**src/common/rv_params.svh**
```systemverilog
`ifndef RV_PARAMS_SVH
`define RV_PARAMS_SVH

// datapath width
`define CPU_WIDTH 64

// register file geometry
`define REG_ADDR_WIDTH 5
`define REG_DATA_DEPTH 32

// data memory, byte address bits and doubleword count
`define MEM_ADDR_WIDTH 9
`define MEM_DEPTH (1 << (`MEM_ADDR_WIDTH - 3))

`endif

```
**src/common/rv_pkg.sv**
```systemverilog
package rv_pkg;

    // decoded instruction opcodes
    typedef enum logic [3:0] {
        OP_ADD  = 4'd0,
        OP_SUB  = 4'd1,
        OP_AND  = 4'd2,
        OP_OR   = 4'd3,
        OP_XOR  = 4'd4,
        OP_ADDW = 4'd5,
        OP_ADDI = 4'd6,
        OP_LD   = 4'd7,
        OP_LW   = 4'd8,
        OP_LWU  = 4'd9,
        OP_LH   = 4'd10,
        OP_SD   = 4'd11,
        OP_SW   = 4'd12,
        OP_SH   = 4'd13
    } op_e;

    // alu functions
    typedef enum logic [2:0] {
        ALU_ADD = 3'd0,
        ALU_SUB = 3'd1,
        ALU_AND = 3'd2,
        ALU_OR  = 3'd3,
        ALU_XOR = 3'd4
    } alu_op_e;

    // write-back extension applied in the register file
    typedef enum logic [1:0] {
        EXT_NONE   = 2'd0,  // full doubleword
        EXT_SEXT_W = 2'd1,  // addw, lw
        EXT_ZEXT_W = 2'd2,  // lwu
        EXT_SEXT_H = 2'd3   // lh
    } wb_ext_e;

    // memory access size
    typedef enum logic [1:0] {
        SIZE_D = 2'd0,
        SIZE_W = 2'd1,
        SIZE_H = 2'd2
    } mem_size_e;

endpackage

```
**src/op_decode.sv**
```systemverilog
module op_decode import rv_pkg::*; (
    input  op_e       op,
    input  logic      valid,

    output alu_op_e   alu_op,
    output logic      use_imm,   // immediate as second operand
    output logic      load_sel,  // write back memory data
    output logic      reg_wen,
    output logic      mem_wen,
    output wb_ext_e   wb_ext,
    output mem_size_e mem_size
);

    logic is_store;

    always_comb begin
        alu_op   = ALU_ADD;
        use_imm  = 1'b0;
        load_sel = 1'b0;
        is_store = 1'b0;
        wb_ext   = EXT_NONE;
        mem_size = SIZE_D;
        case (op)
            OP_ADD:  alu_op = ALU_ADD;
            OP_SUB:  alu_op = ALU_SUB;
            OP_AND:  alu_op = ALU_AND;
            OP_OR:   alu_op = ALU_OR;
            OP_XOR:  alu_op = ALU_XOR;
            OP_ADDW: wb_ext = EXT_SEXT_W;
            OP_ADDI: use_imm = 1'b1;
            OP_LD: begin
                use_imm  = 1'b1;
                load_sel = 1'b1;
            end
            OP_LW: begin
                use_imm  = 1'b1;
                load_sel = 1'b1;
                wb_ext   = EXT_SEXT_W;
            end
            OP_LWU: begin
                use_imm  = 1'b1;
                load_sel = 1'b1;
                wb_ext   = EXT_ZEXT_W;
            end
            OP_LH: begin
                use_imm  = 1'b1;
                load_sel = 1'b1;
                wb_ext   = EXT_SEXT_H;
            end
            OP_SD: begin
                use_imm  = 1'b1;
                is_store = 1'b1;
            end
            OP_SW: begin
                use_imm  = 1'b1;
                is_store = 1'b1;
                mem_size = SIZE_W;
            end
            OP_SH: begin
                use_imm  = 1'b1;
                is_store = 1'b1;
                mem_size = SIZE_H;
            end
            default: ;
        endcase
    end

    // stores never write back
    assign reg_wen = valid && !is_store;
    assign mem_wen = valid && is_store;

endmodule

```
**config.mk**
```make
export PLATFORM = sky130hd
export DESIGN_NAME = op_decode
export DESIGN_NICKNAME = d
export VERILOG_FILES = /design/src/common/rv_params.svh /design/src/common/rv_pkg.sv /design/src/op_decode.sv
export SDC_FILE = /design/constraint.sdc
export NUM_CORES = 1
export LEC_CHECK = 0
export BUFFER_PORTS_ARGS = -buffer_cell sky130_fd_sc_hd__buf_2
export CAP_MARGIN = 5
export CORE_AREA = 10 10 47 49
export DETAILED_ROUTE_END_ITERATION = 12
export DIE_AREA = 0 0 57 59
export PLACE_DENSITY = 0.34
export SYNTH_ARGS = -nofsm -noshare
export SYNTH_HDL_FRONTEND = slang
export SYNTH_SLANG_ARGS = --single-unit
export TNS_END_PERCENT = 100
```
**constraint.sdc**
```tcl
create_clock -name vclk -period 1
set_input_delay 0.2 -clock vclk [all_inputs]
set_output_delay 0.2 -clock vclk [all_outputs]
set_load 0.005 [all_outputs]
```
==> metrics, run 1 <==
Nets=49; WL final=about 600 um; total chip power=116 uW; via-per-instance ratio=approximately 3.9; # fillers=between 150 and 200; yosys warns=0; startpoint types=input port; Worst EP required=around 0.8 ns; I/O Buffers=16; initial antenna violation count=0; final hold vios=0; status=completed; Netlist cell types=14; WL/cell=approximately 11 um; clock share of power=0%; sequential share of power=0%; Synth Instances=22; crit path max fanout=7; multi-input logic area=138 sq um; Seq/Total Area, Yosys=0%; die width=~57 um; Peak VDD IR=about 0.10 mV; min Tclk post-route=0.987 ns; Tcrit/Tclk final=98.7%; die height=between 50 and 60 um; core box area=roughly 1400 sq um; post-route cell area=309 sq um; GP Congestion=around 0.57; Setup TNS=0 ns; endpoints failing setup=0; 1st-pass router iterations=4; Setup CP Type=input port to output pin; DRT iter0 DRCs=2; CTS hold repair buffers=0; Mapped Nets=27; internal power=68.1 uW; dpl ws=-0.0281 ns; die area=roughly 3400 sq um; Leak=~0.16 nW; pwr/cell area=374 nW/um^2; IO Pins=16; RSZ-0062 raised after global routing=yes; number of sequential cells=0; switching share of power=around 41%; Rows=14; DP Area=263 sq um; measured slew at the worst slew-check pin=0.154 ns; Starting Density=10.5%; first-pass GRT wire length=1040 um; Detail Route Antenna Nets=0; Post-route DRC=0; Mapped Area=~150 sq um; register area=0 sq um; syn avg cell area=around 6.7 sq um; Comb power frac=100.0%; CP Data Arrival Time=0.79 ns; worst hold margin=roughly 0.67 ns; GRT Residual Overflow=0; Tot GR Track Use=between 3 and 4%; max cap viols=0; relative slew slack=89.7%; share of cells above drive strength 1=around 57%; CP Capture Type=output pin; Switch Pwr=around 47 uW; Via Count=about 230; worst hold path class=input port to output pin; setup slack after layout=approximately 0.013 ns; vias in the first global route=approximately 250; Diodes inserted=0; Area Overhead vs Synth=109%; largest net degree at the start of global routing=9; Max Transition Viols Final=0; CLK BUF=0; FMAX=around 1000 MHz
-- cell type report --
cell class,count,area share (%)
well taps,16,6.48
multi-input cells,20,44.5
repair buffers,22,49.0
-- metrics by stage --
step | cells | util, %
floorplan | 22 | -
global placement | 57 | 18.8
detailed placement | 57 | 18.8
CTS | 57 | 20.5
global route | 58 | 22.1
finish | 58 | 22.1
-- layout by cell type (no fill, tap or decap), drive strengths merged, types with 2 or more instances in the layout --
master / instances
buf: 21
nand2: 3
nor3b: 2
nor3: 2
nand2b: 4
-- power groups by stage --
stage / Combinational, mW / Clock [mW] / Sequential [mW]
floorplan: 0.0492 / 0 / 0
global placement: 0.0986 / 0 / 0
CTS: 0.109 / 0 / 0
global route: 0.128 / 0 / 0
finish: 0.116 / 0 / 0
detailed placement: 0.0985 / 0 / 0
-- cell families after synthesis --
family,share of synthesized area (%)
AOI/OAI and AO/OA,12.7
buffers and inverters,15.3
and+or+nand+nor,59.3
muxes,6.78
xor gates and xnor gates,5.93
-- Yosys cell counts (all sizes together) --
| library cell | instances | area share [%] |
|---|---|---|
| nand2b | 4 | 17 |
| nand2 | 3 | 7.6 |
| buf | 2 | 15 |
| nor3 | 2 | 6.8 |
| nor3b | 2 | 10 |
| a21boi | 1 | 5.1 |
| a21oi | 1 | 3.4 |
| and3 | 1 | 4.2 |
| mux2i | 1 | 6.8 |
| nand3b | 1 | 5.1 |
| nand4b | 1 | 5.9 |
| nor2 | 1 | 2.5 |
| o22ai | 1 | 4.2 |
| xnor2 | 1 | 5.9 |
-- metal layers --
layer  vias to the layer above  track usage [%]  share of wire, %
li1                        121                -                 -
met1                        92             5.18                58
met2                        14             5.12                34
met3                         0            0.858               7.2
met4                         0                0                 0
met5                         -                0                 0
-- worst max-delay path: stages --
cell	delay, ns
buf_12	0.11
nand4b_1	0.18
and3_1	0.18
buf_2	0.12
-- repair_timing --
item / in CTS / in global routing
endpoints found under the setup margin: 5 / 8
pin swaps: 1 / 3
buffers inserted: 0 / 1
resized for setup: 6 / 5
endpoints found under the hold margin: 0 / 0
-- path summary, 6_finish.rpt --
kind	from	depth (start not counted)	to	slack (ns)
setup / recovery	op[2]	4	reg_wen	0.01
hold / removal	op[1]	3	alu_op[2]	0.67
(Power assumes the default switching activity.)
==> inputs of run 2 (changes only) <==
==> constraint.sdc (replaced) <==
create_clock -name vclk -period 1.2
set_input_delay 0.24 -clock vclk [all_inputs]
set_output_delay 0.24 -clock vclk [all_outputs]
set_load 0.005 [all_outputs]
==> metrics, run 2 (same netlist as run 1, synthesis figures left out) <==
status=completed; # fillers=approximately 180; dpl ws=slightly above 0.06 ns; 1st-pass router iterations=2; WL final=594 um; WL met1=about 290 um; Max Transition Viols Final=0; clock share of power=0%; commonest non-fill, non-tap cells in the layout=16 x buf_2, 3 x nand2b_1, 3 x nand2_1; Peak VDD IR=just over 0.08 mV; largest net degree at the start of global routing=10; vias in the first global route=220; IO Pins=16; endpoints failing setup=0; GRT Residual Overflow=0; relative slew slack=between 80% and 90%; FMAX=861 MHz; setup slack after layout=approximately 0.038 ns; die height=59 um; via-per-instance ratio=3.96; CP Data Arrival Time=between 0.9 and 1 ns; CTS hold repair buffers=0; DRT iter0 DRCs=2; sequential share of power=0%; Area Overhead vs Synth=57.6%; internal power=34.8 uW; die area=approximately 3400 sq um; switching share of power=between 50% and 60%; measured slew at the worst slew-check pin=around 0.16 ns; Rows=14; Starting Density=a little over a tenth; GP Congestion=0.569; number of sequential cells=0; Post-route DRC=0; Nets=43; RSZ-0062 raised after global routing=yes; I/O Buffers=16; final hold vios=0; register area=0 sq um; max cap viols=0; fin util=between 10% and 20%; die width=roughly 57 um; Detail Route Antenna Nets=0; Diodes inserted=0; Tot GR Track Use=under 10%; WL/cell=approximately 11 um; Comb power frac=100.0%; Switch Pwr=approximately 37 uW; share of cells above drive strength 1=approximately 47%; Post-DP HPWL=507 um; CLK BUF=0; met3 WL=66 um; met2 WL=~240 um; Setup CP Type=input port to output pin; min Tclk post-route=1.16 ns; CP Capture Type=output pin; initial antenna violation count=0; first-pass GRT wire length=between 900 and 1000 um; core box area=1400 sq um; Setup Buffers After CTS=0; Worst EP required=0.96 ns; Leak=between 0.1 and 0.15 nW; post-CTS sizing=0; crit path max fanout=8; top layer reached by signal wires=met3; commonest non-fill, non-tap cell in the layout=buf_2; Tcrit/Tclk final=between 90% and 100%; pwr/cell area=around 310 nW/um^2; worst hold path class=input port to output pin; Via Count=about 210; startpoint types=input port
-- run 2: power groups by stage --
stage | Sequential [mW] | Clock (mW) | Combinational [mW]
2_1_floorplan | 0 | 0 | 0.0410
3_3_place_gp | 0 | 0 | 0.0698
3_5_place_dp | 0 | 0 | 0.0703
4_1_cts | 0 | 0 | 0.0707
5_1_grt | 0 | 0 | 0.0812
6_report | 0 | 0 | 0.0714
-- run 2: layout make-up --
class,count,area (sq um),share of cell area (%)
multi-input cells,20,133,57.0
repair buffers,16,80.1,34.4
well taps,16,20.0,8.60
-- run 2: critical path: stages --
cell and delay (ns):
buf_2 0.15, nand4b_1 0.21, and3_1 0.19, buf_2 0.12
-- run 2: metrics by stage --
stage | setup TNS [ns] | cells | hold WS [ns] | power, mW | cell area (sq um)
after floorplan | 0 | 22 | 0.513 | 0.0410 | 148
final | 0 | 52 | 0.799 | 0.0714 | 233
after detailed placement | 0 | 52 | 0.798 | 0.0703 | 225
after global routing | -0.00625 | 52 | 0.826 | 0.0812 | 233
after global placement | 0 | 52 | 0.794 | 0.0698 | 225
after CTS | 0 | 52 | 0.803 | 0.0707 | 225
-- run 2: routing by layer --
layer  vias to the layer above  GRT usage, %
met2                        12          5.74
met5                         -             0
met4                         0             0
met1                        89          3.78
met3                         0          1.07
li1                        105             -
-- run 2: final timing paths --
check | start | to | slack, ns | cells past startpoint
min | valid | reg_wen | 0.80 | 3
max | op[2] | reg_wen | 0.04 | 4
