==> src/common/rv_params.svh <==
`ifndef RV_PARAMS_SVH
`define RV_PARAMS_SVH

// datapath width
`define CPU_WIDTH 64

// register file geometry
`define REG_ADDR_WIDTH 5
`define REG_DATA_DEPTH 32

// data memory, byte address bits and doubleword count
`define MEM_ADDR_WIDTH 9
`define MEM_DEPTH (1 << (`MEM_ADDR_WIDTH - 3))

`endif

==> src/common/rv_pkg.sv <==
package rv_pkg;

    // decoded instruction opcodes
    typedef enum logic [3:0] {
        OP_ADD  = 4'd0,
        OP_SUB  = 4'd1,
        OP_AND  = 4'd2,
        OP_OR   = 4'd3,
        OP_XOR  = 4'd4,
        OP_ADDW = 4'd5,
        OP_ADDI = 4'd6,
        OP_LD   = 4'd7,
        OP_LW   = 4'd8,
        OP_LWU  = 4'd9,
        OP_LH   = 4'd10,
        OP_SD   = 4'd11,
        OP_SW   = 4'd12,
        OP_SH   = 4'd13
    } op_e;

    // alu functions
    typedef enum logic [2:0] {
        ALU_ADD = 3'd0,
        ALU_SUB = 3'd1,
        ALU_AND = 3'd2,
        ALU_OR  = 3'd3,
        ALU_XOR = 3'd4
    } alu_op_e;

    // write-back extension applied in the register file
    typedef enum logic [1:0] {
        EXT_NONE   = 2'd0,  // full doubleword
        EXT_SEXT_W = 2'd1,  // addw, lw
        EXT_ZEXT_W = 2'd2,  // lwu
        EXT_SEXT_H = 2'd3   // lh
    } wb_ext_e;

    // memory access size
    typedef enum logic [1:0] {
        SIZE_D = 2'd0,
        SIZE_W = 2'd1,
        SIZE_H = 2'd2
    } mem_size_e;

endpackage

==> src/reg_file/reg_file.sv <==
`include "rv_params.svh"

module reg_file import rv_pkg::*; (
    input  logic                       clk,
    input  logic                       rst_n,

    input  logic                       reg_wen,    // write back this cycle
    input  logic                       load_sel,   // memory data instead of alu
    input  logic [`REG_ADDR_WIDTH-1:0] rd,
    input  logic [`REG_ADDR_WIDTH-1:0] rs1,
    input  logic [`REG_ADDR_WIDTH-1:0] rs2,
    input  logic [`CPU_WIDTH-1:0]      alu_result,
    input  logic [`CPU_WIDTH-1:0]      load_data,  // already aligned to bit 0
    input  wb_ext_e                    wb_ext,

    output logic [`CPU_WIDTH-1:0]      rs1_data,
    output logic [`CPU_WIDTH-1:0]      rs2_data,
    output logic [`CPU_WIDTH-1:0]      wb_data
);

    logic [`CPU_WIDTH-1:0] regs [0:`REG_DATA_DEPTH-1];
    logic [`CPU_WIDTH-1:0] raw_value;  // before extension
    logic [`CPU_WIDTH-1:0] ext_value;

    assign raw_value = load_sel ? load_data : alu_result;

    // narrow and re-extend the result for word and halfword ops
    always_comb begin
        case (wb_ext)
            EXT_SEXT_W: ext_value = {{32{raw_value[31]}}, raw_value[31:0]};
            EXT_ZEXT_W: ext_value = {32'b0, raw_value[31:0]};
            EXT_SEXT_H: ext_value = {{48{raw_value[15]}}, raw_value[15:0]};
            default:    ext_value = raw_value;
        endcase
    end

    // exported so that x0 writes can be observed
    assign wb_data = reg_wen ? ext_value : '0;

    always_ff @(posedge clk or negedge rst_n) begin
        if (!rst_n) begin
            for (int i = 0; i < `REG_DATA_DEPTH; i++) begin
                regs[i] <= '0;
            end
        end else if (reg_wen && (rd != '0)) begin  // x0 is read only
            regs[rd] <= ext_value;
        end
    end

    // read port 1
    always_comb begin
        if (rs1 == '0)
            rs1_data = '0;
        else
            rs1_data = regs[rs1];
    end

    // read port 2
    always_comb begin
        if (rs2 == '0)
            rs2_data = '0;
        else
            rs2_data = regs[rs2];
    end

endmodule

==> config.mk <==
export PLATFORM = sky130hd
export DESIGN_NAME = reg_file
export DESIGN_NICKNAME = d
export VERILOG_FILES = /design/src/common/rv_pkg.sv /design/src/reg_file/reg_file.sv
export VERILOG_INCLUDE_DIRS = /design/src /design/src/common
export SDC_FILE = /design/constraint.sdc
export NUM_CORES = 2
export LEC_CHECK = 0
export BUFFER_PORTS_ARGS = -buffer_cell sky130_fd_sc_hd__buf_2
export CAP_MARGIN = 20
export CORE_MARGIN = 5
export CORE_UTILIZATION = 63
export DETAILED_ROUTE_END_ITERATION = 10
export PLACE_DENSITY = 0.9
export SYNTH_ARGS = -nofsm -noshare
export SYNTH_HDL_FRONTEND = slang
export SYNTH_SLANG_ARGS = --single-unit
==> constraint.sdc <==
create_clock -name clk -period 2 [get_ports clk]
set_input_delay 0 -clock clk [delete_from_list [all_inputs] [get_ports clk]]
set_output_delay 0 -clock clk [all_outputs]
set_load 0.02 [all_outputs]
==> results.yml, run 1 <==
run_status:
  status: "aborted with a tool error"
  lastStage: "5_1_grt"
  stop_error: "[ERROR GRT-0116] Global routing finished with congestion. Check the congestion regions in the DRC Viewer."
placed_design:
  dp_cells: 11738
  numPortBuffers: 340
  dp_hpwl_um: 252000
  place_ws_ns: -0.378
  place.gp.congestion: 0.962
floorplanning:
  ios: 341
  die_x_um: 420
  start_util_pct: 63.4
  die_y_um: 420
  rows: 150
clock_network:
  clock_sinks: 2046
  htree_levels: 4
  cts_max_path_buffers: 3
  numCtsBuffers: 196
  clock-root-buffer: "clkbuf_16"
logic_synthesis:
  synth_cell_type_count: 44
  synth_area_leader_cell: "dfrtp_1"
  netlist_instances: 9511
  async_flop_share_pct: 100
  yosysSeqAreaShare_pct: 48.2
  synth_edf_count: 0
  syn_area_um2: 106000
  synth_top_area_share_pct: 48.2
  ys_warn_count: 0
  synthTopCellsByArea: "dfrtp_1 48%, mux4_2 20%, o21ai_0 9.2%"
  synth_ff_type: "dfrtp_1"
  syn_nets: 9660
  synth_area_per_cell_um2: 11.2
  ys_seq_elements: 2046
grt:
  grt_pass1_vias: 128022
  grt-ovfl-total: 127
  grt_max_degree: 107
  grt_pass1_wl_um: 925000
  track_usage_pct: 73.5
## kinds of logic after synthesis
family	share of synthesized area [%]
and+or+nand+nor	8.74
DFF	48.2
buffers and inverters	4.58
muxes	26.3
AOI/OAI and AO/OA	12.2
## stage by stage
stage	area, um^2	util, %
floorplan	106000	-
global placement	115000	68.9
detailed placement	115000	68.9
CTS	127000	75.8
## cells in the mapped netlist, types with 3 or more instances
cell / n
clkbuf_2: 4
a2111oi_0: 6
a21oi_4: 30
nor2b_1: 38
nand2_1: 1964
buf_1: 46
dfrtp_1: 2046
a221o_1: 6
inv_1: 9
a221oi_1: 12
o22ai_1: 116
nor4_1: 9
buf_4: 97
o211ai_1: 3
nand3_1: 6
nor2_1: 345
o22a_1: 3
mux2_2: 83
a211oi_1: 26
a21oi_1: 147
a22o_1: 4
o21ai_1: 38
mux2i_1: 524
nor3_1: 11
or2_2: 3
buf_6: 21
mux4_2: 963
clkbuf_1: 674
o221ai_1: 10
buf_2: 227
a21o_1: 30
nor3b_1: 3
and2_1: 5
and3_1: 5
nand2b_1: 13
a22oi_1: 32
o21ai_0: 1943
## repair_timing
item,CTS
resized for setup,615
hold buffers,161
buffers inserted,190
hold endpoints to repair,3920
pin swaps,211
setup endpoints to repair,128
## routing by layer
layer / overflow / track usage, %
met5: 1 / 58.5
met4: 69 / 69.8
met3: 5 / 71.0
met2: 49 / 83.8
met1: 3 / 68.7
==> run 2: changes to the inputs <==
- CORE_UTILIZATION: 63 -> 40
- PLACE_DENSITY: 0.9 -> default
- PLACE_DENSITY_LB_ADDON: default -> 0.15
==> run 2 against run 1 <==
  * Synthesized area unchanged
  * Synthesized cell count unchanged
  * The flow now finishes, with violations (negative hold slack, negative setup slack)
==> results.yml, run 2 <==
floorplanning:
  start_util_pct: 40.1
  dieArea_um2: 276000
  die_x_um: 525
  rows: 189
  ios: 341
  die_y_um: 525
  core_um2: 265000
run_status:
  status: "finished with violations"
  violations: "negative hold slack, negative setup slack"
pwr:
  switchingPower_mw: 39.3
  clkPwrFrac_pct: 33.0
  finalPower_mw: 129
  leakagePower_nw: 58.0
  combinationalPowerShare_pct: 24.4
  switching_share_pct: 30.4
  p_int_mw: 89.9
  peakVddDrop_mv: 0.739
  seqPwrFrac_pct: 42.6
  power_density_nw_per_um2: 983
timing:
  slew_headroom_pct: 15.4
  whs_ns: -0.0121
  fmax_mhz: 357
  clock_skew_ns: 0
  hold_viol: 2
  fin_crit_ns: 2.80
  finalCritPeriodShare_pct: 140
  setup_ws_ns: -0.801
  drv_slew: 0
  worst_slew_pin_slew_ns: 1.27
  setup_violations: 143
  rsz0062_at_grt: "yes"
hold_path:
  min_path_type: "in -> reg"
  min_from: "rd[2]"
  hold_depth: 5
grt:
  grt_pass1_wl_um: 606000
  grt-ovfl-total: 0
  grt_max_degree: 109
  grt_pass1_vias: 83035
  track_usage_pct: 29.9
  antenna_found_initial: 29
finish:
  final_cell_mix: "2,046 x dfrtp_1, 1,929 x nand2_1, 1,861 x o21ai_0"
  largest_register_ffs: 2046
  registers.top_by_ff_count: "regs"
  final_util_pct: 49.7
  fin_cells: 13910
  areaGrowthSynthToFinish_pct: 23.8
  reg_top3: "regs (2046)"
  nNetsFinal: 10343
  layout_commonest_cell: "dfrtp_1"
  drive_gt1_share_pct: 30.0
logic_synthesis:
  ys_seq_elements: 2046
  syn_area_um2: 106000
  synth_ff_type: "dfrtp_1"
  yosysMostFrequentCell: "dfrtp_1"
  syn_nets: 9660
  synth_cell_type_count: 44
  synthTopCellsByArea: "dfrtp_1 48%, mux4_2 20%, o21ai_0 9.2%"
  synth_area_leader_cell: "dfrtp_1"
  synth_area_per_cell_um2: 11.2
  synth_top_area_share_pct: 48.2
  synthTopCellsByCount: "2,046 x dfrtp_1, 1,964 x nand2_1, 1,943 x o21ai_0, 963 x mux4_2, 674 x clkbuf_1"
  yosysSeqAreaShare_pct: 48.2
  async_flop_share_pct: 100
  ys_warn_count: 0
  netlist_instances: 9511
  synth_edf_count: 0
setup_path:
  path_cells: "mux4_2 -> mux4_2 -> o22ai_4 -> nor3_4 -> buf_6"
  cpPeakStageDelay_ns: 0.55
  cp-startpoint: "regs[526]$_DFFE_PN0P_"
  crit_cells: 5
  worstSetupStartpointType: "flop"
  crit_family: "multiplexers"
  cp-end-kind: "primary output"
  r2r_start: "regs[359]$_DFFE_PN0P_"
  cp_num_buf_inv: 1
  cp_max_fo: 3
  required_ns: 2.00
  worstRegToRegCells: 4
  slowest_stage: "mux4_2"
  cpMostUsedCell: "mux4_2"
  critPathKind: "reg -> out"
  critPathArrivalTime_ns: 2.80
route:
  wl_per_cell_um: 30.3
  vias: 82631
  drtIter0Drc: 8319
  ant_nets: 0
  wirelength_um: 421000
  via_per_inst: 5.94
  drt_pass1_iterations: 6
  drt_drc_violations_left: 0
clock_network:
  clock_sinks: 2046
  clock-root-buffer: "clkbuf_16"
  cts_tree: "yes"
  htree_levels: 4
  numCtsBuffers: 231
  clk_pin_slew_ns: 0.06
  cts_max_path_buffers: 4
  insertion_delay_ns: 0.85
placed_design:
  place.gp.congestion: 0.865
  dp_hpwl_um: 269000
  place_ws_ns: -0.677
  dp_cells: 13192
  numPortBuffers: 340
run:
  maxCapViolations: 0
-- run 2: cell counts after synthesis --
Identical to the previous run, type by type.
-- run 2: cells by family (layout without fill, tap and decap cells) --
| kind of cell | after synthesis | count (layout) | synth area share [%] |
|---|---|---|---|
| AND/OR/NAND/NOR | 2407 | 2407 | 8.74 |
| flip-flops | 2046 | 2046 | 48.2 |
| AO/OA/AOI/OAI | 2410 | 2410 | 12.2 |
| other | 0 | 11 | 0 |
| multiplexers | 1570 | 1570 | 26.3 |
| buffers and inverters | 1078 | 1933 | 4.58 |
-- run 2: final cells by class --
cell class	instances	area, um^2
Timing Repair Buffer	1519	16200
Clock buffer	339	6690
Fill cell	23333	133000
Antenna cell	11	27.5
Tap cell	3533	4420
Clock inverter	66	734
Multi-Input combinational cell	6387	52200
Inverter	9	36.3
Sequential cell	2046	51200
-- run 2: worst reg2reg max path, stage by stage (launching register included) --
cell           delay [ns]
dfrtp_1              0.39
buf_4                0.14
nor2_1               0.09
a21oi_1              0.05
dlygate4sd3_1        0.55
-- run 2: timing repair --
item | CTS | global route
hold endpoints to repair | 4002 | 231
cloned | 0 | 2
gates resized for setup | 503 | 147
pin swaps | 219 | 68
hold buffers | 167 | 17
buffers inserted | 79 | 52
endpoints found under the setup margin | 128 | 346
-- run 2: final timing paths --
| path | slack (ns) | end |
|---|---|---|
| min reg2reg | 0.37 | regs[2022]$_DFFE_PN0P_ |
| min in group asynchronous | 0.04 | regs[1534]$_DFFE_PN0P_ |
| max in group asynchronous | 1.28 | regs[1504]$_DFFE_PN0P_ |
| max | -0.80 | rs1_data[14] |
| max reg2reg | 0.66 | regs[359]$_DFFE_PN0P_ |
| min | -0.01 | regs[369]$_DFFE_PN0P_ |
-- run 2: per-stage QoR --
stage / setup TNS [ns] / cell area (um^2)
after global routing: -87.39 / 131000
after floorplan: 0 / 106000
after CTS: -173.51 / 130000
after detailed placement: -25.86 / 118000
final: -77.91 / 131000
after global placement: -25.79 / 118000
-- run 2: per-layer routing --
metal | global-route usage, % | share of wire, %
met2 | 45.4 | 45
met1 | 42.0 | 42
met4 | 11.3 | 4.1
met5 | 0 | 0.025
met3 | 6.78 | 9.1
-- run 2: power by group through the flow --
stage	Clock, mW	Sequential [mW]	Combinational (mW)
2_1_floorplan	0	53.5	18.3
3_3_place_gp	0	54.9	27.5
3_5_place_dp	0	55.5	28.1
4_1_cts	43.2	54.8	30.5
5_1_grt	45.0	55.9	34.2
6_report	42.7	55.1	31.5
No activity file was read; power rests on OpenSTA's default activity.
