[src/common/rv_params.svh]
`ifndef RV_PARAMS_SVH
`define RV_PARAMS_SVH

// datapath width
`define CPU_WIDTH 64

// register file geometry
`define REG_ADDR_WIDTH 5
`define REG_DATA_DEPTH 32

// data memory, byte address bits and doubleword count
`define MEM_ADDR_WIDTH 9
`define MEM_DEPTH (1 << (`MEM_ADDR_WIDTH - 3))

`endif

[src/common/rv_pkg.sv]
package rv_pkg;

    // decoded instruction opcodes
    typedef enum logic [3:0] {
        OP_ADD  = 4'd0,
        OP_SUB  = 4'd1,
        OP_AND  = 4'd2,
        OP_OR   = 4'd3,
        OP_XOR  = 4'd4,
        OP_ADDW = 4'd5,
        OP_ADDI = 4'd6,
        OP_LD   = 4'd7,
        OP_LW   = 4'd8,
        OP_LWU  = 4'd9,
        OP_LH   = 4'd10,
        OP_SD   = 4'd11,
        OP_SW   = 4'd12,
        OP_SH   = 4'd13
    } op_e;

    // alu functions
    typedef enum logic [2:0] {
        ALU_ADD = 3'd0,
        ALU_SUB = 3'd1,
        ALU_AND = 3'd2,
        ALU_OR  = 3'd3,
        ALU_XOR = 3'd4
    } alu_op_e;

    // write-back extension applied in the register file
    typedef enum logic [1:0] {
        EXT_NONE   = 2'd0,  // full doubleword
        EXT_SEXT_W = 2'd1,  // addw, lw
        EXT_ZEXT_W = 2'd2,  // lwu
        EXT_SEXT_H = 2'd3   // lh
    } wb_ext_e;

    // memory access size
    typedef enum logic [1:0] {
        SIZE_D = 2'd0,
        SIZE_W = 2'd1,
        SIZE_H = 2'd2
    } mem_size_e;

endpackage

[src/alu.sv]
`include "rv_params.svh"

module alu import rv_pkg::*; (
    input  alu_op_e               alu_op,
    input  logic                  use_imm,
    input  logic [`CPU_WIDTH-1:0] rs1_data,
    input  logic [`CPU_WIDTH-1:0] rs2_data,
    input  logic [31:0]           imm,

    output logic [`CPU_WIDTH-1:0] alu_result
);

    logic [`CPU_WIDTH-1:0] imm_sext;
    logic [`CPU_WIDTH-1:0] op_a;
    logic [`CPU_WIDTH-1:0] op_b;

    // immediate is always signed
    assign imm_sext = {{(`CPU_WIDTH - 32){imm[31]}}, imm};

    assign op_a = rs1_data;
    assign op_b = use_imm ? imm_sext : rs2_data;  // addi, loads, stores

    // word ops run full width, reg_file narrows them afterwards
    always_comb begin
        case (alu_op)
            ALU_ADD: alu_result = op_a + op_b;
            ALU_SUB: alu_result = op_a - op_b;
            ALU_AND: alu_result = op_a & op_b;
            ALU_OR:  alu_result = op_a | op_b;
            ALU_XOR: alu_result = op_a ^ op_b;
            default: alu_result = '0;
        endcase
    end

endmodule

[config.mk]
export PLATFORM = sky130hd
export DESIGN_NAME = alu
export DESIGN_NICKNAME = d
export VERILOG_FILES = /design/src/common/rv_pkg.sv /design/src/alu.sv
export VERILOG_INCLUDE_DIRS = /design/src /design/src/common
export SDC_FILE = /design/constraint.sdc
export NUM_CORES = 1
export LEC_CHECK = 0
export BUFFER_PORTS_ARGS = -buffer_cell sky130_fd_sc_hd__clkbuf_2
export CAP_MARGIN = 20
export CORE_UTILIZATION = 55
export DETAILED_ROUTE_END_ITERATION = 16
export GPL_ROUTABILITY_DRIVEN = 0
export PLACE_DENSITY = 0.79
export SLEW_MARGIN = 20
export SYNTH_ARGS = -nofsm -noshare
export SYNTH_HDL_FRONTEND = slang
export SYNTH_SLANG_ARGS = --single-unit
[constraint.sdc]
create_clock -name vclk -period 14.15
set_input_delay 3.5375 -clock vclk [all_inputs]
set_output_delay 3.5375 -clock vclk [all_outputs]
set_load 0.02 [all_outputs]
==> results of run 1 <==
==> power groups by stage <==
stage | registers [mW] | logic (mW) | clock network, mW
2_1_floorplan | 0 | 0.411 | 0
3_3_place_gp | 0 | 0.565 | 0
3_5_place_dp | 0 | 0.573 | 0
4_1_cts | 0 | 0.576 | 0
5_1_grt | 0 | 0.640 | 0
6_report | 0 | 0.589 | 0
==> layout by cell type, fill, tap and decap left out, drive strengths merged, types with 7 or more instances in the layout <==
master,instances
o211ai,24
xnor2,101
nor3,28
a211oi,38
a21o,36
and3,7
o41ai,8
nand4,24
or3,7
nor2b,11
nand3,14
inv,154
nand2b,8
buf,10
o21ai,109
or2,8
nor2,147
a31oi,13
clkbuf,227
nand2,110
a21oi,165
xor2,22
o21bai,15
mux2i,33
ha,193
o31ai,18
o221ai,22
nor4,12
==> metal layers <==
| metal | track usage | part of all wire |
|---|---|---|
| met1 | 0.425 | 0.40 |
| met2 | 0.616 | 0.47 |
| met3 | 0.0360 | 0.086 |
| met4 | 0.157 | 0.044 |
| met5 | 0 | 0 |
==> worst max-delay path, cell delays in order <==
cell                       delay [ps]
sky130_fd_sc_hd__buf_4            510
sky130_fd_sc_hd__mux2i_1          420
sky130_fd_sc_hd__ha_1             250
sky130_fd_sc_hd__o21ai_1          120
sky130_fd_sc_hd__nor4_1           310
sky130_fd_sc_hd__buf_4            200
sky130_fd_sc_hd__nand4_1          240
sky130_fd_sc_hd__nor4b_1          520
sky130_fd_sc_hd__o211ai_1         280
sky130_fd_sc_hd__o31ai_1          320
sky130_fd_sc_hd__xnor2_1          110
sky130_fd_sc_hd__ha_1             400
sky130_fd_sc_hd__nand2_1          120
sky130_fd_sc_hd__or3_1            370
sky130_fd_sc_hd__or4_1            570
sky130_fd_sc_hd__o21ai_1          320
sky130_fd_sc_hd__a31oi_1          330
sky130_fd_sc_hd__o311ai_1         400
sky130_fd_sc_hd__xnor2_1          160
sky130_fd_sc_hd__o21ai_1           70
sky130_fd_sc_hd__clkbuf_2         180
==> area by class of cell <==
class / count / area [sq um] / area share
well taps: 225 / 282 / 0.0259
multi-input cells: 1239 / 8810 / 0.810
inverters: 154 / 578 / 0.0531
repair buffers: 237 / 1210 / 0.111
==> per-stage QoR <==
step / area [sq um] / cells / utilization
4_1_cts: 10900 / 1855 / 0.631
5_1_grt: 10900 / 1855 / 0.631
3_3_place_gp: 10900 / 1855 / 0.631
3_5_place_dp: 10900 / 1855 / 0.631
6_report: 10900 / 1855 / 0.631
2_1_floorplan: 9690 / 1474 / -
==> cell families (layout without fill, tap and decap cells) <==
family                   after synthesis  count (layout)  share of synthesized area
multiplexers                          33              33                     0.0364
AO/OA/AOI/OAI                        488             488                      0.315
AND/OR/NAND/NOR                      401             401                      0.194
buffers and inverters                235             391                     0.0926
XOR/XNOR                             123             123                      0.111
adder cells (fa/ha/maj)              194             194                      0.251
==> cell usage after synthesis, drive strengths merged (7+ instances only) <==
master,n
or3,7
a21o,36
o221ai,22
buf,14
nand4,24
o31ai,18
nor2b,11
nand3,14
a31oi,13
and3,7
o21bai,15
xnor2,101
a21oi,165
or2,8
a211oi,38
nor3,28
o21ai,109
clkbuf,67
ha,193
o41ai,8
mux2i,33
nor4,12
nand2b,8
xor2,22
nor2,147
inv,154
o211ai,24
nand2,110
==> how the worst max path moves through the flow <==
stage | start | endpoint | slack (ps) | cells after the start
after floorplan | use_imm | alu_result[59] | 450 | 25
after global placement | use_imm | alu_result[61] | 1230 | 21
after detailed placement | use_imm | alu_result[61] | 980 | 21
after CTS | use_imm | alu_result[61] | 990 | 21
after global routing | use_imm | alu_result[59] | 490 | 21
final | use_imm | alu_result[61] | 860 | 21
==> impl_metrics.py, run 1 <==
metrics = {
    "power_and_ir_drop": {
        "power.clock.fraction": 0,
        "seqPwrFrac": 0,
        "power.combinational.fraction": 1.000,
        "total_power_uw": 589,
        "power_switching_uw": 368,
        "static-leakage-power_nw": 5.49,
        "power.switching_fraction": 0.624,
        "ir_worst_vdd_mv": 0.0287,
        "power.internal_uw": 222,
        "p_per_area_mw_per_mm2": 54.2,
    },
    "worst_setup_path": {
        "setup.worst_path.start_class": "input pin",
        "timing.setup.critical_path_class": "input pin to output port",
        "cp_data_arrival_time_ps": 9750,
        "worstSetupEndpointType": "output port",
        "critical_path_peak_fanout": 46,
        "worstPathRequired_ps": 10610,
    },
    "sta": {
        "timing.hold.ws_ps": 7590,
        "minimum_clock_period_ps": 13290,
        "post-route-worst-setup-slack_ps": 864,
        "fin_crit_sh": 0.939,
        "timing_hold_violations_final": 0,
        "timing_worst_slew_pin_value_ps": 833,
        "highest_achievable_clock_rate_ghz": 0.0753,
        "final-max-slew-violation-count": 0,
        "fin_tns_setup_ps": 0,
        "setup_repair_after_global_routing_missed_its_margin": "false",
        "setup_viol_count_final": 0,
        "slew_headroom": 0.430,
    },
    "floorplan": {
        "initial_core_utilization": 0.562,
        "die-width_microns": 135,
        "core-area_sq_mm": 0.0172,
        "pin_count": 228,
        "placementRows": 48,
        "fp.dieArea_sq_mm": 0.0182,
        "die_h_microns": 135,
    },
    "finish": {
        "finalNetCount": 1990,
        "nFillCells": 1667,
        "final.clkbuf_count": 0,
        "synthesis_to_finish_area_growth_pct": 12.3,
        "number_of_flip_flops_and_latches": 0,
        "antenna-diode-count": 0,
        "layout.area.seq_sq_um": 0,
        "drive_gt1_frac": 0.160,
    },
    "outcome": {
        "status": "complete, no violations",
    },
    "routing": {
        "route.antenna.remaining_nets": 0,
        "finalWirelength_microns": 33200,
        "routed_via_density": 6.23,
        "post_drt_wl_per_cell_microns": 17.9,
        "drt_iter0_markers": 1089,
        "drt-pass1-iter-count": 8,
        "vias_after_detailed_routing": 11564,
        "drt_drc_violations_left": 0,
    },
    "global_routing": {
        "grt_util_all_layers": 0.349,
        "first_global_vias": 10639,
        "gr-total-overflow": 0,
        "antenna_violations_before_repair": 0,
        "grt_max_degree": 65,
        "grt_pass1_wl_microns": 51800,
    },
    "synth": {
        "synthesis.nets": 1832,
        "syn_inst": 1474,
        "number_of_warning_messages_in_the_yosys_log": 0,
        "yosysSeqAreaShare": 0,
        "synth.area.top_cells": "sky130_fd_sc_hd__ha_1 (25%), sky130_fd_sc_hd__xnor2_1 (9.1%), sky130_fd_sc_hd__a21oi_1 (8.5%)",
        "netlist_area_sq_mm": 0.00969,
        "post_synth.cell_area_avg_sq_um": 6.58,
        "synthDominantCellAreaShare": 0.249,
        "synth_top_area_cell": "sky130_fd_sc_hd__ha_1",
        "synth.distinct_cells": 67,
    },
    "min_path": {
        "hold-path-cell-count": 3,
        "hold_path_class": "input pin to output port",
        "holdCritStartpoint": "alu_op[2]",
        "holdPathEnd": "alu_result[17]",
    },
    "clocking": {
        "post_cts_buffers": 0,
        "holdBufCountCts": 0,
        "resized_after_cts": 0,
    },
    "place": {
        "post-dp-hpwl_microns": 26800,
        "portBuffers": 228,
        "detailedPlace.worstSlack_ps": 980,
    },
    "run": {
        "cap_violations": 0,
    },
}
(Power assumes the default switching activity.)
==> run 2, diff against run 1 <==
--- a/config.mk
+++ b/config.mk
@@ -6,12 +6,13 @@
 export SDC_FILE = /design/constraint.sdc
 export NUM_CORES = 1
 export LEC_CHECK = 0
+export ABC_AREA = 1
 export BUFFER_PORTS_ARGS = -buffer_cell sky130_fd_sc_hd__clkbuf_2
 export CAP_MARGIN = 20
 export CORE_UTILIZATION = 55
 export DETAILED_ROUTE_END_ITERATION = 16
 export GPL_ROUTABILITY_DRIVEN = 0
-export PLACE_DENSITY = 0.79
+export PLACE_DENSITY = 0.77
 export SLEW_MARGIN = 20
 export SYNTH_ARGS = -nofsm -noshare
 export SYNTH_HDL_FRONTEND = slang
==> run 2 against run 1 <==
  * Largest power group unchanged
  * Non-clock buffer count shrank 4
  * Critical path depth is 6 higher
  * Global-route usage up 7.0 points
  * Synthesized cell count grew 57%
  * Area after synthesis grew 24%
  * Cell area rose by 22%
  * Flip-flop and latch count unchanged
  * Total power grew 7.2%
  * Clock-buffer cell count unchanged
  * Routed wire length increased by 44%
==> impl_metrics.py, run 2 <==
metrics = {
    "synth": {
        "synth_top_cells_by_count": "sky130_fd_sc_hd__nand2_1 (773), sky130_fd_sc_hd__inv_1 (412), sky130_fd_sc_hd__nor2_1 (272), sky130_fd_sc_hd__ha_1 (193), sky130_fd_sc_hd__nand3_1 (143)",
        "post_synth.cell_area_avg_sq_um": 5.20,
        "synth_top_area_cell": "sky130_fd_sc_hd__nand2_1",
        "number_of_warning_messages_in_the_yosys_log": 0,
        "yosysMostFrequentCell": "sky130_fd_sc_hd__nand2_1",
        "netlist_area_sq_mm": 0.0120,
        "synth.distinct_cells": 48,
        "synth.area.top_cells": "sky130_fd_sc_hd__nand2_1 (24%), sky130_fd_sc_hd__ha_1 (20%), sky130_fd_sc_hd__inv_1 (13%)",
        "synthesis.nets": 2668,
        "syn_inst": 2310,
        "yosysSeqAreaShare": 0,
        "synthDominantCellAreaShare": 0.242,
    },
    "routing": {
        "drt-pass1-iter-count": 9,
        "routed_via_density": 5.75,
        "route.antenna.remaining_nets": 0,
        "drt_iter0_markers": 1983,
        "vias_after_detailed_routing": 15928,
        "post_drt_wl_per_cell_microns": 17.2,
        "finalWirelength_microns": 47700,
        "drt_drc_violations_left": 0,
    },
    "sta": {
        "fin_crit_sh": 0.908,
        "fin_tns_setup_ps": 0,
        "highest_achievable_clock_rate_ghz": 0.0778,
        "final-max-slew-violation-count": 0,
        "setup_viol_count_final": 0,
        "timing_hold_violations_final": 0,
        "minimum_clock_period_ps": 12850,
        "slew_headroom": 0.317,
        "timing_worst_slew_pin_value_ps": 1020,
        "setup_repair_after_global_routing_missed_its_margin": "false",
    },
    "floorplan": {
        "fp.dieArea_sq_mm": 0.0224,
        "pin_count": 228,
        "core-area_sq_mm": 0.0212,
        "placementRows": 53,
        "initial_core_utilization": 0.566,
        "die_h_microns": 150,
        "die-width_microns": 150,
    },
    "finish": {
        "layout.area.seq_sq_um": 0,
        "most_frequent_standard_cell_in_the_layout_excluding_fill_and_tap_cells": "sky130_fd_sc_hd__nand2_1",
        "final_non_filler_cell_total": 2769,
        "synthesis_to_finish_area_growth_pct": 10.5,
        "final.clkbuf_count": 0,
        "antenna-diode-count": 0,
        "drive_gt1_frac": 0.127,
        "finalNetCount": 2854,
        "number_of_flip_flops_and_latches": 0,
        "highest_count_cells_in_the_layout_ignoring_fill_and_taps": "sky130_fd_sc_hd__nand2_1 (772), sky130_fd_sc_hd__inv_1 (412), sky130_fd_sc_hd__nor2_1 (272), sky130_fd_sc_hd__clkbuf_2 (228), sky130_fd_sc_hd__ha_1 (193)",
    },
    "power_and_ir_drop": {
        "static-leakage-power_nw": 7.94,
        "ir_worst_vdd_mv": 0.0253,
        "p_per_area_mw_per_mm2": 47.6,
    },
    "run": {
        "cap_violations": 0,
    },
    "place": {
        "portBuffers": 228,
        "place_inst": 2769,
        "post-dp-hpwl_microns": 40300,
    },
    "worst_setup_path": {
        "worstSetupEndpointType": "output port",
        "setup.worst_path.start_class": "input pin",
        "timing.setup.critical_path_class": "input pin to output port",
        "cp_data_arrival_time_ps": 9310,
        "worstPathRequired_ps": 10610,
        "critical_path_peak_fanout": 68,
    },
    "global_routing": {
        "grt_pass1_wl_microns": 72900,
        "grt_util_all_layers": 0.419,
        "gr-total-overflow": 0,
        "antenna_violations_before_repair": 3,
        "first_global_vias": 14086,
        "grt_max_degree": 69,
    },
    "clocking": {
        "post_cts_buffers": 0,
        "resized_after_cts": 0,
        "holdBufCountCts": 0,
    },
    "outcome": {
        "status": "complete, no violations",
    },
    "min_path": {
        "hold_path_class": "input pin to output port",
    },
}
## run 2: changes by cell type in the layout (fill, tap and decap cells not counted), sizes merged, moves of 23 or more
cell    before  now
xor2        22   53
o211ai      24    1
inv        154  415
nand3       14  145
a221oi       0   47
mux2i       33    0
nor2       147  292
a21oi      165   95
nand2      110  799
a211oi      38    0
a21o        36    4
xnor2      101    1
## run 2: worst paths after layout
check,start,end,slack [ps],cells past startpoint
setup / recovery,use_imm,alu_result[63],1300,27
hold / removal,alu_op[1],alu_result[1],7460,3
## run 2: layout make-up
cell class                 instances  area [sq um]
multi-input combinational       1845         10200
inverter                         416          1560
tap                              275           344
fill                            2244          7950
timing repair buffer             233          1180
## run 2: metal layers
metal,part of all wire,GRT usage
met5,0.00027,0
met4,0.046,0.154
met3,0.15,0.109
met2,0.40,0.624
met1,0.40,0.573
## run 2: power by group
part	switching, mW	internal [mW]	total, mW
clock	0	0	0
sequential	0	0	0
combinational	0.434	0.198	0.632
total	0.434	0.198	0.632
## run 2: per-stage QoR
stage	instance area, sq um	total power [mW]	setup slack [ps]	util	hold slack (ps)
2_1_floorplan	12000	0.413	3840	-	7220
3_3_place_gp	13300	0.593	1680	0.625	7470
3_5_place_dp	13300	0.603	1600	0.625	7470
4_1_cts	13300	0.607	1590	0.625	7470
5_1_grt	13300	0.688	921	0.625	7490
6_report	13300	0.632	1300	0.625	7460
## run 2: cells by family after synthesis
group           synth area share
fa+ha+maj                  0.203
buf+inv                    0.153
simple gates               0.459
xor+xnor                  0.0394
compound gates             0.146
## run 2: worst max-delay path, stage by stage
cell and delay (ps):
sky130_fd_sc_hd__clkbuf_2 700, sky130_fd_sc_hd__inv_4 470, sky130_fd_sc_hd__nand2_1 160, sky130_fd_sc_hd__nand2_1 160, sky130_fd_sc_hd__inv_1 170, sky130_fd_sc_hd__ha_1 190, sky130_fd_sc_hd__nand2_1 180, sky130_fd_sc_hd__nor2_2 250
sky130_fd_sc_hd__nand2_2 180, sky130_fd_sc_hd__nor2_4 150, sky130_fd_sc_hd__nand3_2 110, sky130_fd_sc_hd__nand2_2 170, sky130_fd_sc_hd__o21ai_0 140, sky130_fd_sc_hd__xor2_1 190, sky130_fd_sc_hd__ha_1 400, sky130_fd_sc_hd__a21oi_1 350
sky130_fd_sc_hd__inv_1 100, sky130_fd_sc_hd__nor2_1 110, sky130_fd_sc_hd__nand2_1 90, sky130_fd_sc_hd__a21oi_1 120, sky130_fd_sc_hd__nand2_1 270, sky130_fd_sc_hd__a21oi_1 580, sky130_fd_sc_hd__inv_1 90, sky130_fd_sc_hd__nand2_1 80
sky130_fd_sc_hd__nand3_1 60, sky130_fd_sc_hd__nand2_1 100, sky130_fd_sc_hd__clkbuf_2 170
==> run 3, diff against run 2 <==
--- a/config.mk
+++ b/config.mk
@@ -8,11 +8,11 @@
 export LEC_CHECK = 0
 export ABC_AREA = 1
 export BUFFER_PORTS_ARGS = -buffer_cell sky130_fd_sc_hd__clkbuf_2
-export CAP_MARGIN = 20
 export CORE_UTILIZATION = 55
 export DETAILED_ROUTE_END_ITERATION = 16
 export GPL_ROUTABILITY_DRIVEN = 0
 export PLACE_DENSITY = 0.77
+export REMOVE_ABC_BUFFERS = 1
 export SLEW_MARGIN = 20
 export SYNTH_ARGS = -nofsm -noshare
 export SYNTH_HDL_FRONTEND = slang
==> run 3 against run 2 <==
  * Highest routed layer is now met4
  * Cell area increased by 0.11%
  * Clock-buffer cell count unchanged
  * Largest cell class unchanged
  * Core utilization up 0.071 points
==> impl_metrics.py, run 3 (same netlist as run 2, synthesis figures left out) <==
metrics = {
    "worst_setup_path": {
        "cp_slowest_stage_delay_ps": 430,
        "cpMaxStageDelayCell": "sky130_fd_sc_hd__clkbuf_2",
        "worstPathRequired_ps": 10610,
        "timing.setup.critical_path_class": "input pin to output port",
        "setup.worst_path.start_class": "input pin",
        "cp_data_arrival_time_ps": 8750,
        "worstSetupEndpointType": "output port",
        "critical_path.most_common_cell": "sky130_fd_sc_hd__nand2_1",
        "critical_path_peak_fanout": 68,
    },
    "power_and_ir_drop": {
        "power.clock.fraction": 0,
        "power.internal_uw": 198,
        "ir_worst_vdd_mv": 0.0231,
        "total_power_uw": 626,
        "power.switching_fraction": 0.684,
        "seqPwrFrac": 0,
        "static-leakage-power_nw": 7.95,
        "p_per_area_mw_per_mm2": 47.1,
        "power_switching_uw": 428,
        "power.combinational.fraction": 1.000,
    },
    "finish": {
        "antenna-diode-count": 0,
        "synthesis_to_finish_area_growth_pct": 10.7,
        "highest_count_cells_in_the_layout_ignoring_fill_and_taps": "sky130_fd_sc_hd__nand2_1 (772), sky130_fd_sc_hd__inv_1 (412), sky130_fd_sc_hd__nor2_1 (272), sky130_fd_sc_hd__clkbuf_2 (228), sky130_fd_sc_hd__ha_1 (193)",
        "final.clkbuf_count": 0,
        "most_frequent_standard_cell_in_the_layout_excluding_fill_and_tap_cells": "sky130_fd_sc_hd__nand2_1",
        "nFillCells": 2253,
        "layout.area.seq_sq_um": 0,
        "drive_gt1_frac": 0.128,
        "number_of_flip_flops_and_latches": 0,
        "multi_input_area_sq_mm": 0.0102,
        "finalNetCount": 2856,
    },
    "sta": {
        "timing_hold_violations_final": 0,
        "setup_viol_count_final": 0,
        "fin_tns_setup_ps": 0,
        "timing.hold.ws_ps": 7470,
        "final-max-slew-violation-count": 0,
        "highest_achievable_clock_rate_ghz": 0.0814,
        "slew_headroom": 0.400,
        "minimum_clock_period_ps": 12290,
        "timing_worst_slew_pin_value_ps": 900,
        "setup_repair_after_global_routing_missed_its_margin": "false",
        "fin_crit_sh": 0.868,
    },
    "min_path": {
        "hold_path_class": "input pin to output port",
    },
    "clocking": {
        "holdBufCountCts": 0,
        "post_cts_buffers": 0,
        "resized_after_cts": 0,
    },
    "floorplan": {
        "initial_core_utilization": 0.566,
        "core-area_sq_mm": 0.0212,
        "fp.dieArea_sq_mm": 0.0224,
        "placementRows": 53,
        "die-width_microns": 150,
        "die_h_microns": 150,
        "pin_count": 228,
    },
    "global_routing": {
        "grt_max_degree": 69,
        "grt_util_all_layers": 0.402,
        "gr-total-overflow": 0,
        "antenna_violations_before_repair": 0,
        "grt_pass1_wl_microns": 71300,
        "first_global_vias": 14222,
    },
    "routing": {
        "drt_iter0_markers": 1947,
        "drt-pass1-iter-count": 6,
        "post_drt_wl_per_cell_microns": 16.8,
        "vias_after_detailed_routing": 16022,
        "drt_drc_violations_left": 0,
        "route.antenna.remaining_nets": 0,
        "routed_via_density": 5.78,
        "finalWirelength_microns": 46500,
    },
    "place": {
        "portBuffers": 228,
        "post-dp-hpwl_microns": 38900,
    },
    "run": {
        "cap_violations": 0,
    },
    "outcome": {
        "status": "complete, no violations",
    },
}
## run 3: final cells by class
class                           count  share of cell area
Inverter                          416               0.118
Multi-Input combinational cell   1845               0.766
Timing Repair Buffer              235              0.0899
Tap cell                          275              0.0259
## run 3: worst max-delay path, delay by kind of cell
family / cells / cell delay (ps)
AND/OR/NAND/NOR: 18 / 2770
AO/OA/AOI/OAI: 1 / 240
adder cells (fa/ha/maj): 2 / 590
buffers and inverters: 7 / 1570
## run 3: metal layers
metal / part of all wire / vias to the layer above / routed length [microns] / track usage
li1: - / 7668 / - / -
met1: 0.40 / 7144 / 18700 / 0.534
met2: 0.42 / 1062 / 19500 / 0.628
met3: 0.13 / 148 / 6130 / 0.0768
met4: 0.047 / 0 / 2190 / 0.172
met5: 0 / - / 0 / 0
## run 3: per-stage QoR
| step | cells | cell area, sq um | setup WS [ps] | utilization |
|---|---|---|---|---|
| 2_1_floorplan | 2261 | 11700 | 1770 | - |
| 3_3_place_gp | 2771 | 13300 | 2130 | 0.626 |
| 3_5_place_dp | 2771 | 13300 | 2060 | 0.626 |
| 4_1_cts | 2771 | 13300 | 2040 | 0.626 |
| 5_1_grt | 2771 | 13300 | 1450 | 0.626 |
| 6_report | 2771 | 13300 | 1860 | 0.626 |
## run 3: path summary, 6_finish.rpt
kind / startpoint / endpoint / cells past startpoint
hold / removal: alu_op[2] / alu_result[1] / 3
setup / recovery: use_imm / alu_result[35] / 28
## run 3: power groups by stage
stage | Combinational (mW) | Sequential [mW] | Clock (mW)
after floorplan | 0.406 | 0 | 0
after global placement | 0.587 | 0 | 0
after detailed placement | 0.598 | 0 | 0
after CTS | 0.601 | 0 | 0
after global routing | 0.681 | 0 | 0
final | 0.626 | 0 | 0
